File: src/source/ctl_pkg.sv
package ctl_pkg;

        localparam int ADDR_W = 9;
        localparam int DATA_W = 16;
        localparam int RAM_RD_LAT = 2; // both ports.

        localparam int CYCLE_WIDTH = 13;
        localparam int CYCLE_DEPTH = 249;
        localparam int CYCLE_IDX_W = 8;

        localparam logic [7:0] VERSION_NUM = 8'h83;
        localparam logic [7:0] ENABLED_FEATURES = 8'h01;

        localparam logic [ADDR_W-1:0] ADDR_CTL_REG = 9'h000;
        localparam logic [ADDR_W-1:0] ADDR_FPGA_INFO = 9'h001;
        localparam logic [ADDR_W-1:0] ADDR_EC_SYNC_CYCLE_TICKS = 9'h010;
        localparam logic [ADDR_W-1:0] ADDR_EC_SYNC_TIME_0 = 9'h011;
        localparam logic [ADDR_W-1:0] ADDR_EC_SYNC_TIME_1 = 9'h012;
        localparam logic [ADDR_W-1:0] ADDR_EC_SYNC_TIME_2 = 9'h013;
        localparam logic [ADDR_W-1:0] ADDR_EC_SYNC_TIME_3 = 9'h014;
        localparam logic [ADDR_W-1:0] ADDR_MOD_CYCLE = 9'h020;
        localparam logic [ADDR_W-1:0] ADDR_MOD_FREQ_DIV_0 = 9'h021;
        localparam logic [ADDR_W-1:0] ADDR_MOD_FREQ_DIV_1 = 9'h022;
        localparam logic [ADDR_W-1:0] ADDR_VERSION_NUM = 9'h03f;
        localparam logic [ADDR_W-1:0] ADDR_SILENT_CYCLE = 9'h040;
        localparam logic [ADDR_W-1:0] ADDR_SILENT_STEP = 9'h041;
        localparam logic [ADDR_W-1:0] ADDR_STM_CYCLE = 9'h050;
        localparam logic [ADDR_W-1:0] ADDR_STM_FREQ_DIV_0 = 9'h051;
        localparam logic [ADDR_W-1:0] ADDR_STM_FREQ_DIV_1 = 9'h052;
        localparam logic [ADDR_W-1:0] ADDR_SOUND_SPEED_0 = 9'h053;
        localparam logic [ADDR_W-1:0] ADDR_SOUND_SPEED_1 = 9'h054;
        localparam logic [ADDR_W-1:0] ADDR_CYCLE_BASE = 9'h100; // CYCLE_DEPTH words.

        localparam int CTL_LEGACY_MODE_BIT = 0;
        localparam int CTL_FORCE_FAN_BIT = 4;
        localparam int CTL_OP_MODE_BIT = 5;
        localparam int CTL_STM_GAIN_MODE_BIT = 6;
        localparam int CTL_SYNC_BIT = 8;

        // field order follows the bit positions above.
        typedef struct packed {
                logic [DATA_W-CTL_SYNC_BIT-2:0] rsv_hi;
                logic sync;
                logic [CTL_SYNC_BIT-CTL_STM_GAIN_MODE_BIT-2:0] rsv_mid;
                logic stm_gain_mode;
                logic op_mode;
                logic force_fan;
                logic [CTL_FORCE_FAN_BIT-CTL_LEGACY_MODE_BIT-2:0] rsv_lo;
                logic legacy_mode;
        } ctl_flags_t;

        typedef union packed {
                logic [DATA_W-1:0] raw;
                ctl_flags_t f;
        } ctl_word_u;

endpackage
File: src/source/cpu_bus_port.sv
`timescale 1ns/100ps
module cpu_bus_port (
        input  logic CLK,
        input  logic rst_n,
        input  logic bus_req,
        input  logic bus_we,
        input  logic [ctl_pkg::ADDR_W-1:0] bus_addr,
        input  logic [ctl_pkg::DATA_W-1:0] bus_wdata,
        output logic [ctl_pkg::DATA_W-1:0] bus_rdata,
        output logic bus_ack,
        output logic ram_en,
        output logic ram_we,
        output logic [ctl_pkg::ADDR_W-1:0] ram_addr,
        output logic [ctl_pkg::DATA_W-1:0] ram_wdata,
        input  logic [ctl_pkg::DATA_W-1:0] ram_rdata
);
        import ctl_pkg::*;

        typedef enum logic [1:0] {ST_IDLE, ST_WAIT_RD, ST_ACK, ST_RELEASE} state_t;

        state_t state;
        logic [1:0] lat_cnt;

        // one access per handshake, fired as the request is seen.
        assign ram_en = (state == ST_IDLE) && bus_req;
        assign ram_we = ram_en && bus_we;
        assign ram_addr = bus_addr;
        assign ram_wdata = bus_wdata;

        always_ff @(posedge CLK or negedge rst_n) begin
                if (!rst_n) begin
                        state <= ST_IDLE;
                        bus_ack <= 1'b0;
                        lat_cnt <= '0;
                end else begin
                        case (state)
                        ST_IDLE: begin
                                if (bus_req && bus_we) begin
                                        bus_ack <= 1'b1; // writes ack at once.
                                        state <= ST_RELEASE;
                                end else if (bus_req) begin
                                        lat_cnt <= 2'(RAM_RD_LAT - 1);
                                        state <= ST_WAIT_RD;
                                end
                        end
                        ST_WAIT_RD: begin
                                lat_cnt <= lat_cnt - 1'b1;
                                if (lat_cnt == 2'd1) state <= ST_ACK; // last wait cycle.
                        end
                        ST_ACK: begin
                                bus_ack <= 1'b1;
                                state <= ST_RELEASE;
                        end
                        default: begin
                                if (!bus_req) begin
                                        bus_ack <= 1'b0;
                                        state <= ST_IDLE;
                                end
                        end
                        endcase
                end
        end

        always_ff @(posedge CLK) begin
                if (state == ST_ACK) bus_rdata <= ram_rdata;
        end

        ack_needs_req: assert property (@(posedge CLK) disable iff (!rst_n)
                $rose(bus_ack) |-> bus_req);

endmodule

File: config.mk
export PLATFORM = sky130hd
export DESIGN_NAME = cpu_bus_port
export DESIGN_NICKNAME = d
export VERILOG_FILES = /design/src/source/ctl_pkg.sv /design/src/source/cpu_bus_port.sv
export SDC_FILE = /design/constraint.sdc
export NUM_CORES = 1
export LEC_CHECK = 0
export ABC_CLOCK_PERIOD_IN_PS = 2300
export BUFFER_PORTS_ARGS = -buffer_cell sky130_fd_sc_hd__buf_2
export CAP_MARGIN = 20
export CORE_MARGIN = 2
export CORE_UTILIZATION = 37
export CTS_CLUSTER_DIAMETER = 50
export DETAILED_ROUTE_END_ITERATION = 16
export PLACE_DENSITY = 0.84
export SLEW_MARGIN = 10
export SYNTH_ARGS = -nofsm -noshare
export SYNTH_HDL_FRONTEND = slang
export SYNTH_SLANG_ARGS = --single-unit
File: constraint.sdc
create_clock -name CLK -period 2.3 [get_ports CLK]
set_clock_uncertainty 0.15 [all_clocks]
set_input_delay 0.345 -clock CLK [delete_from_list [all_inputs] [get_ports CLK]]
set_output_delay 0.345 -clock CLK [all_outputs]
set_load 0.05 [all_outputs]
==> summary.md, run 1 <==
| Metric | Value |
|---|---|
| Status | finished, final reports clean |
| Combinational family with the most area after synthesis | buffers and inverters |
| Reg clk slew, reported paths | 0.12 ns |
| Number of remaining DRC errors | 0 |
| First-pass GRT wire length | 2870 um |
| Final Wtd Congestion | 0.758 |
| Ys Warns | 0 |
| Flop-to-flop setup slack | 0.46 ns |
| Initial antenna violation count | 0 |
| Number of synthesized register bits | 21 |
| Worst slack, placed | 0.467 ns |
| Drt via density | 4.73 |
| Critical path cell sequence | inv_1 -> ha_1 -> and3_2 -> buf_2 |
| Area growth from synthesis to layout | 8.26% |
| Final Max Tran Viols | 0 |
| Worst Max-Slew Pin Slew | 0.250 ns |
| TritonCTS Sinks | 21 |
| Top cells by area, synth | edfxtp_1, buf_4, dfrtp_1, ha_1, mux2i_1 |
| # port buffers | 38 |
| Synth Area in Simple Gates | 4.67% |
| Unique masters post-synth | 18 |
| Core Rows | 19 |
| Startpoint Class | flop |
| Synthesized-area fraction occupied by adder cells | ~8.4% |
| Post-synthesis compound-gate area fraction | 4.19% |
| Commonest cells in the netlist | buf_4, edfxtp_1, ha_1, dfrtp_1, inv_1 |
| P per Cell Area | 1410 nW/um2 |
| Grt total ovfl | 0 |
| Final min period | 2.17 ns |
| Final WL | 1900 um |
| Detailed-placement wirelength estimate | 1530 um |
| Top cell type's share of synthesized area | 46.0% |
| Setup TNS | 0 ns |
| Peak supply drop | 787 uV |
| Core area | 2710 um2 |
| CTS Buffer Depth | 2 |
| Mean Syn Cell Area | 13.7 um2 |
| Vias | between 500 and 600 |
| Synth Area in XOR/XNOR | 0% |
| Overall Global Routing Usage | 11.4% |
| Synth area leader | edfxtp_1 |
| Initial Utilization | around 39% |
| F_max | 0.461 GHz |
| Final nets | 148 |
| Placed cell area | 1090 um2 |
| Initial DRC count | 21 |
| First drt pass iteration count | 4 |
| Delay-heaviest family, CP | flip-flops |
| Register area share after synthesis | 58.0% |
| Vias in the first global route | 630 |
| Relative slew slack | 82.9% |
| Mapped cell area | about 1000 um2 |
| Worst Path Required | 1.80 ns |
| Post-synthesis mux area share | 5.03% |
| Drt wl/cell | 15.0 um |
| Post-route cell area | about 1100 um2 |
| Crit path largest cell delay | 0.44 ns |
| H-tree Lvls | 1 |
| Min-delay worst type | input port to flop |
| Crit Path Class | flop to output port |
| Max Cap Viol | 0 |
| Die Y | 57.1 um |
| Ant diodes | 0 |
| Final setup viols | 0 |
| Critical Path Sink Type | output port |
| Async SR Flop Fraction | 23.8% |
| Leakage | 0.521 nW |
| Die footprint | approximately 3300 um2 |
| Share of cells above drive strength 1 | 50.5% |
| Num CTS Buffers | 3 |
| Final worst slack | 0.129 ns |
| IO Pins | 89 |
| Synth Flop Type | edfxtp_1 |
| EDFF count, synth | 16 |
| Arrival time worst endpoint | 1.68 ns |
| Net Count, Synth | 128 |
| Largest net degree at the start of global routing | 18 |
| Final Cycle Share | between 90 and 100% |
| Worst Hold Slack | 0.0649 ns |
| Layout Utilization | 41.7% |
| Worst path bufs/invs | 2 |
| Skew-Pair Late Insertion Delay | 0.30 ns |
| Routed Antenna Nets | 0 |
| Die W | 57.1 um |
| CTS tree | yes |
| Unrepaired setup endpoints after global routing | false |
| CP max-delay cell | dfrtp_1 |
| Post-synthesis cell count | 76 |
| Worst-path fanout max | 6 |
| Root Buffer | clkbuf_4 |
| Most frequent cell after synthesis | buf_4 |
| Fin. Hold Viols | 0 |
## cells by family (layout without fill, tap and decap cells)
logic type / count (synthesis) / in the layout
simple gates: 8 / 8
flops: 21 / 21
fa+ha+maj: 7 / 7
mux: 5 / 5
compound gates: 5 / 5
buf+inv: 30 / 49
## worst reg2reg max path, stage by stage, from the launching register on
cell,delay [ns]
dfrtp_1,0.44
inv_1,0.14
ha_1,0.32
nor3b_2,0.09
a221oi_2,0.26
mux2_1,0.35
## final timing paths
check                                  start           end  cells past startpoint
worst max-delay path                state[1]        ram_we                      4
worst min-delay path            ram_rdata[1]  bus_rdata[1]                      1
worst max register to register      state[1]      state[1]                      5
worst min register to register    lat_cnt[1]    lat_cnt[1]                      2
max in group asynchronous              rst_n       bus_ack                      2
min in group asynchronous              rst_n      state[1]                      2
## stage by stage
step           total power, W  instances
6_report              0.00160        126
5_1_grt               0.00169        126
4_1_cts               0.00161        126
3_5_place_dp          0.00143        121
3_3_place_gp          0.00139        121
2_1_floorplan         0.00136         76
## cell type report
| type | instances | area (um2) |
|---|---|---|
| clock inverter | 1 | 5.00 |
| sequential | 21 | 606 |
| timing repair buffer | 40 | 208 |
| tap | 31 | 38.8 |
| inverter | 5 | 18.8 |
| fill | 251 | 1580 |
| clock buffer | 3 | 22.5 |
| multi-input combinational | 25 | 233 |
## per-layer routing
metal | GRT usage, % | wire length (um) | share of wire (%)
met3 | 4.76 | 317 | 17
met2 | 19.2 | 835 | 44
met1 | 12.1 | 680 | 36
met5 | 0 | 0 | 0
met4 | 5.98 | 62 | 3.3
## state kept, by name, indices dropped and copies added, names as in the netlist
signal,count
bus_rdata,16
bus_ack,1
state,2
lat_cnt,2
## power breakdown
group	internal, W	switching (W)	leakage (nW)
logic	0.000231	0.000594	0.295
clock network	0.0000646	0.000107	0.0177
registers	0.000557	0.0000460	0.208
total	0.000852	0.000747	0.521
## placed cells by master (no fill, tap or decap)
cell type,count
nor2_1,2
edfxtp_1,16
buf_4,1
inv_1,4
clkinv_2,1
and3_2,1
nor3b_2,1
ha_1,7
a221oi_2,1
clkbuf_4,3
nor2b_1,1
o31ai_1,2
dfrtp_1,5
a31oi_1,1
a21boi_0,1
buf_2,38
mux2i_1,3
mux2_1,2
and2_2,1
dlygate4sd3_1,1
nand2_1,2
inv_2,1
## repair_timing
item / in CTS / in global routing
resized for setup: 0 / 0
setup endpoints to repair: 0 / 0
hold endpoints to repair: 5 / 0
hold buffers: 1 / 0
buffers inserted: 0 / 0
(Power assumes the default switching activity.)
==> run 2, diff against run 1 <==
REMOVE_ABC_BUFFERS = 1   (was not set)
==> summary.md, run 2 (synthesis results as in run 1) <==
| Metric | Value |
|---|---|
| Ant diodes | 0 (unchanged) |
| Inst Count DP | 121 (unchanged) |
| Leakage | 0.518 nW (-0.52%) |
| Critical Path Sink Type | output port |
| Crit Path Class | flop to output port |
| IO Pins | 89 (unchanged) |
| Biggest regs | bus_rdata: 16 flops, lat_cnt: 2 flops, state: 2 flops |
| Core area | 2710 um2 (unchanged) |
| Root Buffer | clkbuf_4 |
| Drt via density | 5.03 (+6.4%) |
| Final nets | 148 (unchanged) |
| Drt wl/cell | 18.6 um (+24%) |
| Final WL | 2350 um (+24%) |
| Initial DRC count | 15 (-29%) |
| Min-delay worst type | input port to flop |
| Arrival time worst endpoint | 1.65 ns (-0.03 ns) |
| Grt total ovfl | 0 (unchanged) |
| H-tree Lvls | 1 (unchanged) |
| First-pass GRT wire length | 3410 um (+19%) |
| Peak supply drop | 990 uV (+26%) |
| Commonest cells after routing, fill and taps aside | buf_2, edfxtp_1, ha_1 |
| Number of flip-flops under the largest register name | 16 (unchanged) |
| Setup Buffers After CTS | 0 (unchanged) |
| Detailed-placement wirelength estimate | 1970 um (+29%) |
| Worst-path fanout max | 6 (unchanged) |
| Most common cell after layout, fill and taps aside | buf_2 |
| Worst slack, placed | 0.462 ns (-0.00509 ns) |
| Final Cycle Share | 93.4% (-1.0 points) |
| Skew-Pair Late Insertion Delay | 0.30 ns (about the same) |
| Core Rows | 19 (unchanged) |
| Post-CTS Resized | 0 (unchanged) |
| Layout fillers | 247 (-1.6%) |
| CTS Buffer Depth | 2 (unchanged) |
| Die Y | 57.1 um (unchanged) |
| Overall Global Routing Usage | 14.9% (+3.5 points) |
| Relative slew slack | 79.4% (-3.4 points) |
| Number of remaining DRC errors | 0 (unchanged) |
| Final min period | 2.15 ns (-0.0233 ns) |
| Final worst slack | 0.152 ns (+0.0233 ns) |
| Fin cells | 126 (unchanged) |
| Reg clk slew, reported paths | 0.11 ns (about the same) |
| Initial antenna violation count | 0 (unchanged) |
| Biggest register | bus_rdata |
| Unrepaired setup endpoints after global routing | false |
| # port buffers | 38 (unchanged) |
| Max Cap Viol | 0 (unchanged) |
| TritonCTS Sinks | 21 (unchanged) |
| Final Wtd Congestion | 0.743 (-2.1%) |
| Min-delay src | ram_rdata[6] |
| First drt pass iteration count | 6 (+2) |
| Num CTS Buffers | 3 (unchanged) |
| Worst Path Required | 1.80 ns (about the same) |
| Share of cells above drive strength 1 | 49.5% (-1.1 points) |
| P per Cell Area | 1410 nW/um2 (-0.51%) |
| Vias in the first global route | 648 (+2.9%) |
| Vias | 634 (+6.4%) |
| Delay-heaviest family, CP | flip-flops |
| Routed Antenna Nets | 0 (unchanged) |
| Crit path largest cell delay | 0.43 ns (about the same) |
| Fin. Hold Viols | 0 (unchanged) |
| CTS tree | yes |
| Worst Max-Slew Pin Slew | 0.300 ns (+0.0500 ns) |
| Setup TNS | 0 ns (unchanged) |
| Final setup viols | 0 (unchanged) |
| CP max-delay cell | dfrtp_1 |
| Crit. Startpoint | state[0] |
| Die W | 57.1 um (unchanged) |
| Worst path bufs/invs | 2 (unchanged) |
| Startpoint Class | flop |
| Critical path cell sequence | inv_1 -> ha_1 -> and3_2 -> buf_2 |
| F_max | 0.466 GHz (+1.1%) |
| Post-cts hold buffer count | 1 (unchanged) |
| FF-to-FF Start | state[0] |
| Final Max Tran Viols | 0 (unchanged) |
| Die footprint | 3260 um2 (unchanged) |
| Status | finished, final reports clean |
| Largest net degree at the start of global routing | 18 (unchanged) |
| Area growth from synthesis to layout | 8.14% |
| Initial Utilization | 38.6% (unchanged) |
[run 2: cell count changes in the layout (fill, tap and decap cells not counted), sizes merged]
cell	delta
clkbuf	+1
clkinv	-1
[run 2: final timing paths]
path	depth (start not counted)	slack [ns]	end
worst max-delay path	4	0.15	ram_we
worst min-delay path	1	0.06	bus_rdata[6]
worst max register to register	4	0.45	lat_cnt[0]
worst min register to register	2	0.39	bus_ack
max in group asynchronous	2	1.65	lat_cnt[0]
min in group asynchronous	2	0.22	state[1]
[run 2: power by group]
| part | switching [W] | total (W) | leakage [nW] | internal [W] |
|---|---|---|---|---|
| sequential | 0.0000452 | 0.000602 | 0.208 | 0.000557 |
| clock | 0.000102 | 0.000170 | 0.0150 | 0.0000677 |
| combinational | 0.000588 | 0.000817 | 0.295 | 0.000229 |
[run 2: worst reg2reg max path, stage by stage, from the launching register on]
cell and delay [ns]:
dfrtp_1 0.43, inv_1 0.14, ha_1 0.31, mux2i_1 0.35, mux2_1 0.36
[run 2: cell type report]
cell class / count / area [um2] / share of cell area, %
flip-flops and latches: 21 / 606 / 53.6
well taps: 31 / 38.8 / 3.43
repair buffers: 40 / 208 / 18.4
clock buffers: 4 / 26.3 / 2.33
inverters: 5 / 18.8 / 1.66
multi-input cells: 25 / 233 / 20.6
[run 2: metrics by stage]
step / instance area [um2] / total power (W) / hold WS, ns / util [%]
final: 1130 / 0.00159 / 0.0599 / 41.7
after detailed placement: 1090 / 0.00143 / 0.0198 / 40.4
after global placement: 1090 / 0.00139 / 0.0176 / 40.4
after CTS: 1130 / 0.00160 / 0.0525 / 41.7
after global routing: 1130 / 0.00168 / 0.0380 / 41.7
after floorplan: 857 / 0.00124 / -0.101 / -
[run 2: per-layer routing]
metal	GRT usage [%]	up-vias	share of wire, %
met3	13.6	4	19
met5	0	-	0
li1	-	273	-
met4	5.98	0	1.4
met1	17.6	287	40
met2	18.6	70	39
