## config.mk

```make
export PLATFORM = sky130hd
export DESIGN_NAME = ctl_sequencer
export DESIGN_NICKNAME = d
export VERILOG_FILES = /design/src/source/ctl_pkg.sv /design/src/source/ctl_sequencer.sv
export SDC_FILE = /design/constraint.sdc
export NUM_CORES = 1
export LEC_CHECK = 0
export ABC_AREA = 1
export BUFFER_PORTS_ARGS = -buffer_cell sky130_fd_sc_hd__buf_2
export CORE_UTILIZATION = 50
export DETAILED_ROUTE_END_ITERATION = 8
export PLACE_DENSITY_LB_ADDON = 0.15
export SLEW_MARGIN = 20
export SYNTH_ARGS = -nofsm -noshare
export SYNTH_HDL_FRONTEND = slang
export SYNTH_SLANG_ARGS = --single-unit
```

## constraint.sdc

```tcl
create_clock -name CLK -period 2.15 [get_ports CLK]
set_clock_uncertainty 0.05 [all_clocks]
set_input_delay 0.43 -clock CLK [delete_from_list [all_inputs] [get_ports CLK]]
set_output_delay 0.43 -clock CLK [all_outputs]
set_load 0.03 [all_outputs]
```

## src/source/ctl_pkg.sv

```systemverilog
package ctl_pkg;

        localparam int ADDR_W = 9;
        localparam int DATA_W = 16;
        localparam int RAM_RD_LAT = 2; // both ports.

        localparam int CYCLE_WIDTH = 13;
        localparam int CYCLE_DEPTH = 249;
        localparam int CYCLE_IDX_W = 8;

        localparam logic [7:0] VERSION_NUM = 8'h83;
        localparam logic [7:0] ENABLED_FEATURES = 8'h01;

        localparam logic [ADDR_W-1:0] ADDR_CTL_REG = 9'h000;
        localparam logic [ADDR_W-1:0] ADDR_FPGA_INFO = 9'h001;
        localparam logic [ADDR_W-1:0] ADDR_EC_SYNC_CYCLE_TICKS = 9'h010;
        localparam logic [ADDR_W-1:0] ADDR_EC_SYNC_TIME_0 = 9'h011;
        localparam logic [ADDR_W-1:0] ADDR_EC_SYNC_TIME_1 = 9'h012;
        localparam logic [ADDR_W-1:0] ADDR_EC_SYNC_TIME_2 = 9'h013;
        localparam logic [ADDR_W-1:0] ADDR_EC_SYNC_TIME_3 = 9'h014;
        localparam logic [ADDR_W-1:0] ADDR_MOD_CYCLE = 9'h020;
        localparam logic [ADDR_W-1:0] ADDR_MOD_FREQ_DIV_0 = 9'h021;
        localparam logic [ADDR_W-1:0] ADDR_MOD_FREQ_DIV_1 = 9'h022;
        localparam logic [ADDR_W-1:0] ADDR_VERSION_NUM = 9'h03f;
        localparam logic [ADDR_W-1:0] ADDR_SILENT_CYCLE = 9'h040;
        localparam logic [ADDR_W-1:0] ADDR_SILENT_STEP = 9'h041;
        localparam logic [ADDR_W-1:0] ADDR_STM_CYCLE = 9'h050;
        localparam logic [ADDR_W-1:0] ADDR_STM_FREQ_DIV_0 = 9'h051;
        localparam logic [ADDR_W-1:0] ADDR_STM_FREQ_DIV_1 = 9'h052;
        localparam logic [ADDR_W-1:0] ADDR_SOUND_SPEED_0 = 9'h053;
        localparam logic [ADDR_W-1:0] ADDR_SOUND_SPEED_1 = 9'h054;
        localparam logic [ADDR_W-1:0] ADDR_CYCLE_BASE = 9'h100; // CYCLE_DEPTH words.

        localparam int CTL_LEGACY_MODE_BIT = 0;
        localparam int CTL_FORCE_FAN_BIT = 4;
        localparam int CTL_OP_MODE_BIT = 5;
        localparam int CTL_STM_GAIN_MODE_BIT = 6;
        localparam int CTL_SYNC_BIT = 8;

        // field order follows the bit positions above.
        typedef struct packed {
                logic [DATA_W-CTL_SYNC_BIT-2:0] rsv_hi;
                logic sync;
                logic [CTL_SYNC_BIT-CTL_STM_GAIN_MODE_BIT-2:0] rsv_mid;
                logic stm_gain_mode;
                logic op_mode;
                logic force_fan;
                logic [CTL_FORCE_FAN_BIT-CTL_LEGACY_MODE_BIT-2:0] rsv_lo;
                logic legacy_mode;
        } ctl_flags_t;

        typedef union packed {
                logic [DATA_W-1:0] raw;
                ctl_flags_t f;
        } ctl_word_u;

endpackage
```

## src/source/ctl_sequencer.sv

```systemverilog
`timescale 1ns/100ps
module ctl_sequencer (
        input  logic CLK,
        input  logic rst_n,
        input  logic thermo,
        output logic ram_we,
        output logic [ctl_pkg::ADDR_W-1:0] ram_addr,
        output logic [ctl_pkg::DATA_W-1:0] ram_wdata,
        input  logic [ctl_pkg::DATA_W-1:0] ram_rdata,
        output logic legacy_mode,
        output logic force_fan,
        output logic op_mode,
        output logic stm_gain_mode,
        output logic [15:0] cycle_m,
        output logic [31:0] freq_div_m,
        output logic [15:0] cycle_s,
        output logic [ctl_pkg::CYCLE_WIDTH-1:0] step_s,
        output logic [15:0] cycle_stm,
        output logic [31:0] freq_div_stm,
        output logic [31:0] sound_speed,
        output logic [63:0] ecat_sync_time,
        output logic [15:0] ecat_sync_cycle_ticks,
        output logic sync_set,
        output logic tbl_clear,
        output logic tbl_wr,
        output logic [ctl_pkg::DATA_W-1:0] tbl_data
);
        import ctl_pkg::*;

        // each state captures the word requested three states back.
        typedef enum logic [4:0] {
                S_WR_VER, S_REQ_CTL, S_WAIT_0, S_WAIT_1,
                S_CTL, S_REQ_MFD1, S_MC, S_MFD0, S_MFD1, S_SC, S_SS,
                S_STMC, S_STMFD0, S_STMFD1, S_SSP0, S_SSP1,
                S_REQ_TICKS, S_REQ_T0, S_REQ_T1, S_RD_TICKS, S_RD_T0,
                S_RD_T1, S_RD_T2, S_RD_T3, S_RD_CYCLE,
                S_WAIT_CLR_0, S_WAIT_CLR_1, S_CLR_SYNC
        } state_t;

        state_t state;
        ctl_word_u ctl;
        ctl_word_u rd_ctl;
        logic [DATA_W-1:0] clr_raw;
        logic [CYCLE_IDX_W-1:0] set_cnt;

        assign rd_ctl.raw = ram_rdata;
        assign clr_raw = rd_ctl.raw & ~(DATA_W'(1) << CTL_SYNC_BIT);

        assign legacy_mode = ctl.f.legacy_mode;
        assign force_fan = ctl.f.force_fan;
        assign op_mode = ctl.f.op_mode;
        assign stm_gain_mode = ctl.f.stm_gain_mode;

        always_ff @(posedge CLK or negedge rst_n) begin
                if (!rst_n) begin
                        state <= S_WR_VER;
                        ram_we <= 1'b0;
                        ram_addr <= '0;
                        ram_wdata <= '0;
                        ctl <= '0;
                        cycle_m <= '0;
                        freq_div_m <= '0;
                        cycle_s <= '0;
                        step_s <= '0;
                        cycle_stm <= '0;
                        freq_div_stm <= '0;
                        sound_speed <= '0;
                        ecat_sync_time <= '0;
                        ecat_sync_cycle_ticks <= '0;
                        sync_set <= 1'b0;
                        set_cnt <= '0;
                        tbl_clear <= 1'b0;
                        tbl_wr <= 1'b0;
                        tbl_data <= '0;
                end else begin
                        tbl_clear <= 1'b0;
                        tbl_wr <= 1'b0;
                        case (state)
                        S_WR_VER: begin
                                ram_we <= 1'b1;
                                ram_addr <= ADDR_VERSION_NUM;
                                ram_wdata <= {ENABLED_FEATURES, VERSION_NUM};
                                state <= S_REQ_CTL;
                        end
                        S_REQ_CTL: begin
                                ram_we <= 1'b0;
                                ram_addr <= ADDR_CTL_REG;
                                state <= S_WAIT_0;
                        end
                        S_WAIT_0: state <= S_WAIT_1;
                        S_WAIT_1: begin
                                ram_addr <= ADDR_MOD_CYCLE; // primes the first loop.
                                state <= S_CTL;
                        end
                        S_CTL: begin
                                ctl <= rd_ctl;
                                if (rd_ctl.f.sync) begin
                                        state <= S_REQ_TICKS;
                                end else begin
                                        ram_addr <= ADDR_MOD_FREQ_DIV_0;
                                        state <= S_REQ_MFD1;
                                end
                        end
                        S_REQ_MFD1: begin
                                ram_addr <= ADDR_MOD_FREQ_DIV_1;
                                state <= S_MC;
                        end
                        S_MC: begin
                                cycle_m <= ram_rdata;
                                ram_addr <= ADDR_SILENT_CYCLE;
                                state <= S_MFD0;
                        end
                        S_MFD0: begin
                                freq_div_m[15:0] <= ram_rdata;
                                ram_addr <= ADDR_SILENT_STEP;
                                state <= S_MFD1;
                        end
                        S_MFD1: begin
                                freq_div_m[31:16] <= ram_rdata;
                                ram_addr <= ADDR_STM_CYCLE;
                                state <= S_SC;
                        end
                        S_SC: begin
                                cycle_s <= ram_rdata;
                                ram_addr <= ADDR_STM_FREQ_DIV_0;
                                state <= S_SS;
                        end
                        S_SS: begin
                                step_s <= ram_rdata[CYCLE_WIDTH-1:0];
                                ram_addr <= ADDR_STM_FREQ_DIV_1;
                                state <= S_STMC;
                        end
                        S_STMC: begin
                                cycle_stm <= ram_rdata;
                                ram_addr <= ADDR_SOUND_SPEED_0;
                                state <= S_STMFD0;
                        end
                        S_STMFD0: begin
                                freq_div_stm[15:0] <= ram_rdata;
                                ram_addr <= ADDR_SOUND_SPEED_1;
                                state <= S_STMFD1;
                        end
                        S_STMFD1: begin
                                freq_div_stm[31:16] <= ram_rdata;
                                ram_addr <= ADDR_CTL_REG;
                                state <= S_SSP0;
                        end
                        S_SSP0: begin
                                sound_speed[15:0] <= ram_rdata;
                                ram_we <= 1'b1; // thermal state out.
                                ram_addr <= ADDR_FPGA_INFO;
                                ram_wdata <= {{(DATA_W-1){1'b0}}, thermo};
                                state <= S_SSP1;
                        end
                        S_SSP1: begin
                                sound_speed[31:16] <= ram_rdata;
                                ram_we <= 1'b0;
                                ram_addr <= ADDR_MOD_CYCLE;
                                state <= S_CTL;
                        end
                        S_REQ_TICKS: begin
                                ram_addr <= ADDR_EC_SYNC_CYCLE_TICKS;
                                state <= S_REQ_T0;
                        end
                        S_REQ_T0: begin
                                ram_addr <= ADDR_EC_SYNC_TIME_0;
                                state <= S_REQ_T1;
                        end
                        S_REQ_T1: begin
                                ram_addr <= ADDR_EC_SYNC_TIME_1;
                                state <= S_RD_TICKS;
                        end
                        S_RD_TICKS: begin
                                ecat_sync_cycle_ticks <= ram_rdata;
                                ram_addr <= ADDR_EC_SYNC_TIME_2;
                                state <= S_RD_T0;
                        end
                        S_RD_T0: begin
                                ecat_sync_time[15:0] <= ram_rdata;
                                ram_addr <= ADDR_EC_SYNC_TIME_3;
                                state <= S_RD_T1;
                        end
                        S_RD_T1: begin
                                ecat_sync_time[31:16] <= ram_rdata;
                                ram_addr <= ADDR_CYCLE_BASE;
                                state <= S_RD_T2;
                        end
                        S_RD_T2: begin
                                ecat_sync_time[47:32] <= ram_rdata;
                                ram_addr <= ram_addr + 1'b1;
                                state <= S_RD_T3;
                        end
                        S_RD_T3: begin
                                ecat_sync_time[63:48] <= ram_rdata;
                                ram_addr <= ram_addr + 1'b1;
                                set_cnt <= '0;
                                tbl_clear <= 1'b1; // rewind the table.
                                state <= S_RD_CYCLE;
                        end
                        S_RD_CYCLE: begin
                                tbl_wr <= 1'b1;
                                tbl_data <= ram_rdata;
                                if (set_cnt == CYCLE_IDX_W'(CYCLE_DEPTH - 1)) begin
                                        ram_addr <= ADDR_CTL_REG;
                                        sync_set <= 1'b1;
                                        state <= S_WAIT_CLR_0;
                                end else begin
                                        ram_addr <= ram_addr + 1'b1;
                                        set_cnt <= set_cnt + 1'b1;
                                end
                        end
                        S_WAIT_CLR_0: begin
                                sync_set <= 1'b0;
                                state <= S_WAIT_CLR_1;
                        end
                        S_WAIT_CLR_1: state <= S_CLR_SYNC;
                        default: begin
                                // fresh control word, written back without sync.
                                ctl <= rd_ctl;
                                ram_we <= 1'b1;
                                ram_wdata <= clr_raw;
                                state <= S_REQ_CTL;
                        end
                        endcase
                end
        end

        sync_one_cycle: assert property (@(posedge CLK) disable iff (!rst_n)
                sync_set |=> !sync_set);
        tbl_wr_in_sync: assert property (@(posedge CLK) disable iff (!rst_n)
                tbl_wr |-> state inside {S_RD_CYCLE, S_WAIT_CLR_0});

endmodule

```

==> results.py <==
metrics = {
    "clock_tree": {
        "clock-sinks": 299,
        "ctsRootBufferMaster": "clkbuf_16",
        "clk_transition_reported_paths_ns": 0.07,
        "numCtsBuffers": 31,
        "htreeDepth": 1,
        "cts_tree": "done",
        "clk_path_buf_depth": 3,
        "clkLatencyLatePin_ns": 0.56,
    },
    "global_route": {
        "grt_pass1_vias": 9617,
        "grt_pass1_wl_um": 56100,
        "grt_antenna_before_repair": 0,
        "gr-total-overflow": 0,
        "groute.usage.overall_pct": 31.0,
        "grt_max_degree": 63,
    },
    "routing": {
        "first_pass_iters": 7,
        "vias_per_cell": 5.22,
        "routedWlPerCell_um": 19.1,
        "drc": 0,
        "drtIter0Drc": 744,
        "wl_um": 36500,
        "detail-route-antenna-nets": 0,
        "vias": 9961,
    },
    "floorplanning": {
        "initial_core_util_pct": 51.3,
        "fp.dieArea_um2": 24100,
        "die_h_um": 155,
        "fp.coreArea_um2": 22800,
        "die_x_um": 155,
        "rows": 55,
        "pin_count": 305,
    },
    "worst_setup_path": {
        "crit_path_end_kind": "register",
        "critPathLaunch": "state[2]",
        "cp_data_arrival_time_ns": 2.41,
        "cp_max_fo": 9,
        "worst_setup_path_start_kind": "register",
        "critPathKind": "register to register",
        "worstPathRequired_ns": 2.56,
        "reg2reg_from": "state[2]",
    },
    "timing": {
        "hold_violations": 0,
        "slew_headroom_pct": 55.0,
        "finalMaxSlewViolations": 0,
        "final.min_clock_period_ns": 2.00,
        "setup_slack_ns": 0.146,
        "setup_violations": 0,
        "max_freq_mhz": 499,
        "max_slew.worst_pin.slew_ns": 0.674,
        "fin_crit_sh_pct": 93.2,
    },
    "place": {
        "dp_slack_ns": 0.0177,
        "hpwl_um": 25300,
        "numPortBuffers": 304,
        "gp_congestion": 0.951,
    },
    "finish": {
        "drive_gt1_share_pct": 28.2,
        "fin_nets": 1595,
        "utilization_pct": 65.5,
        "area_growth_pct": 27.6,
        "n_antenna_cell": 0,
        "most-common-layout-cells": "nand2_1, buf_2, dfrtp_1",
        "final_common_cell": "nand2_1",
    },
    "logic_synthesis": {
        "synth_area_leaders": "dfrtp_1, nand2_1, o21ai_0",
        "ys_types": 34,
        "ys_ff_latch": 299,
        "ys_warn_count": 0,
        "synth_fp_nets": 1273,
        "synth_top_area_cell": "dfrtp_1",
        "avgSynthCellArea_um2": 9.37,
        "ys_seq_area_share_pct": 63.8,
        "synth_cells": 1251,
        "syn-cell-area_um2": 11700,
        "synth_top_area_share_pct": 63.8,
    },
    "flow_run": {
        "cap_violations": 0,
    },
    "pwr": {
        "power.density_nw_per_um2": 774,
        "ir_worst_vdd_mv": 0.578,
        "leakagePower_nw": 7.52,
    },
    "hold_path": {
        "hp-start": "ram_rdata[4]",
        "hold_class": "input pin to register",
    },
    "outcome": {
        "status": "complete, no violations",
    },
}
==> worst max-delay path, cell delays in order (launching register included) <==
cell and delay, ns:
dfrtp_2 0.47, nand2_1 0.11, inv_1 0.13, nand3_1 0.25
buf_4 0.18, nand2_1 0.05, nor2_1 0.23, nand2_1 0.10
nand2_2 0.17, nand2_1 0.07, nand2_1 0.06, inv_1 0.03
==> cell type report <==
cell class | instances | area (µm²)
fillers | 1951 | 7890
clock buffers | 48 | 960
multi-input cells | 825 | 3750
well taps | 313 | 392
repair buffers | 364 | 2110
clock inverters | 9 | 60.1
inverters | 52 | 196
flip-flops and latches | 299 | 7490
==> routing by layer <==
| metal | GRT usage, % | wire (µm) |
|---|---|---|
| met5 | 0 | 0 |
| met4 | 11.8 | 1400 |
| met3 | 7.97 | 2700 |
| met2 | 49.6 | 17000 |
| met1 | 40.7 | 15300 |
==> Yosys cell counts, drive strengths merged <==
| library cell | n |
|---|---|
| clkinv | 1 |
| o21ai | 265 |
| a32oi | 1 |
| inv | 51 |
| dfrtp | 299 |
| clkbuf | 63 |
| nor3 | 5 |
| nor3b | 1 |
| nand3b | 2 |
| o22ai | 1 |
| o31ai | 1 |
| or2 | 1 |
| a31oi | 2 |
| nor2 | 56 |
| xor2 | 6 |
| nand2 | 400 |
| nand4 | 4 |
| nand3 | 66 |
| buf | 12 |
| o211ai | 1 |
| and2 | 1 |
| a21oi | 9 |
| ha | 3 |
==> worst paths after layout <==
path | slack (ns) | cells past startpoint | end
setup / recovery | 0.15 | 11 | ram_addr[5]
hold / removal | 0.08 | 3 | ctl[4]
setup reg to reg | 0.15 | 11 | ram_addr[5]
hold reg to reg | 0.42 | 2 | ram_wdata[15]
max in group asynchronous | 0.98 | 3 | freq_div_m[16]
min in group asynchronous | 0.35 | 2 | tbl_data[9]
==> through the flow <==
stage | hold WS, ns | area (µm²) | power (mW) | TNS [ns] | std cells
after floorplan | 0.0844 | 11700 | 6.04 | 0 | 1251
after global placement | 0.373 | 13900 | 6.40 | 0 | 1849
after detailed placement | 0.377 | 13900 | 6.41 | 0 | 1849
after CTS | 0.0608 | 14900 | 11.7 | 0 | 1907
after global routing | 0.114 | 15000 | 11.9 | -0.00653 | 1910
final | 0.0780 | 15000 | 11.6 | 0 | 1910
==> state kept, by name, summed over array words and instances, names as in the netlist <==
name                   count
ram_wdata                 16
set_cnt                    8
ram_addr                   9
freq_div_m                32
cycle_stm                 16
ecat_sync_time            64
sync_set                   1
ecat_sync_cycle_ticks     16
state                      5
cycle_s                   16
cycle_m                   16
tbl_wr                     1
ram_we                     1
sound_speed               32
tbl_clear                  1
ctl                        4
step_s                    13
freq_div_stm              32
tbl_data                  16
==> cell families (layout without fill, tap and decap cells) <==
| family | Yosys count | after routing | share of synthesized area (%) |
|---|---|---|---|
| flops | 299 | 299 | 63.8 |
| simple gates | 536 | 536 | 19.0 |
| xor+xnor | 6 | 6 | 0.448 |
| compound gates | 280 | 280 | 12.1 |
| fa+ha+maj | 3 | 3 | 0.320 |
| buf+inv | 127 | 473 | 4.32 |
==> power breakdown <==
group          internal, mW  total (mW)  switching (mW)
registers              5.69        5.72          0.0330
clock network          3.06        5.28            2.22
logic                 0.137       0.578           0.441
total                  8.89        11.6            2.70
==> timing repair <==
item / 4_1_cts / 5_1_grt
endpoints found under the hold margin: 52 / 0
endpoints found under the setup margin: 0 / 31
gates resized for setup: 0 / 10
hold buffers: 1 / 0
setup buffers: 0 / 3
Power figures use the tool's default switching activity.
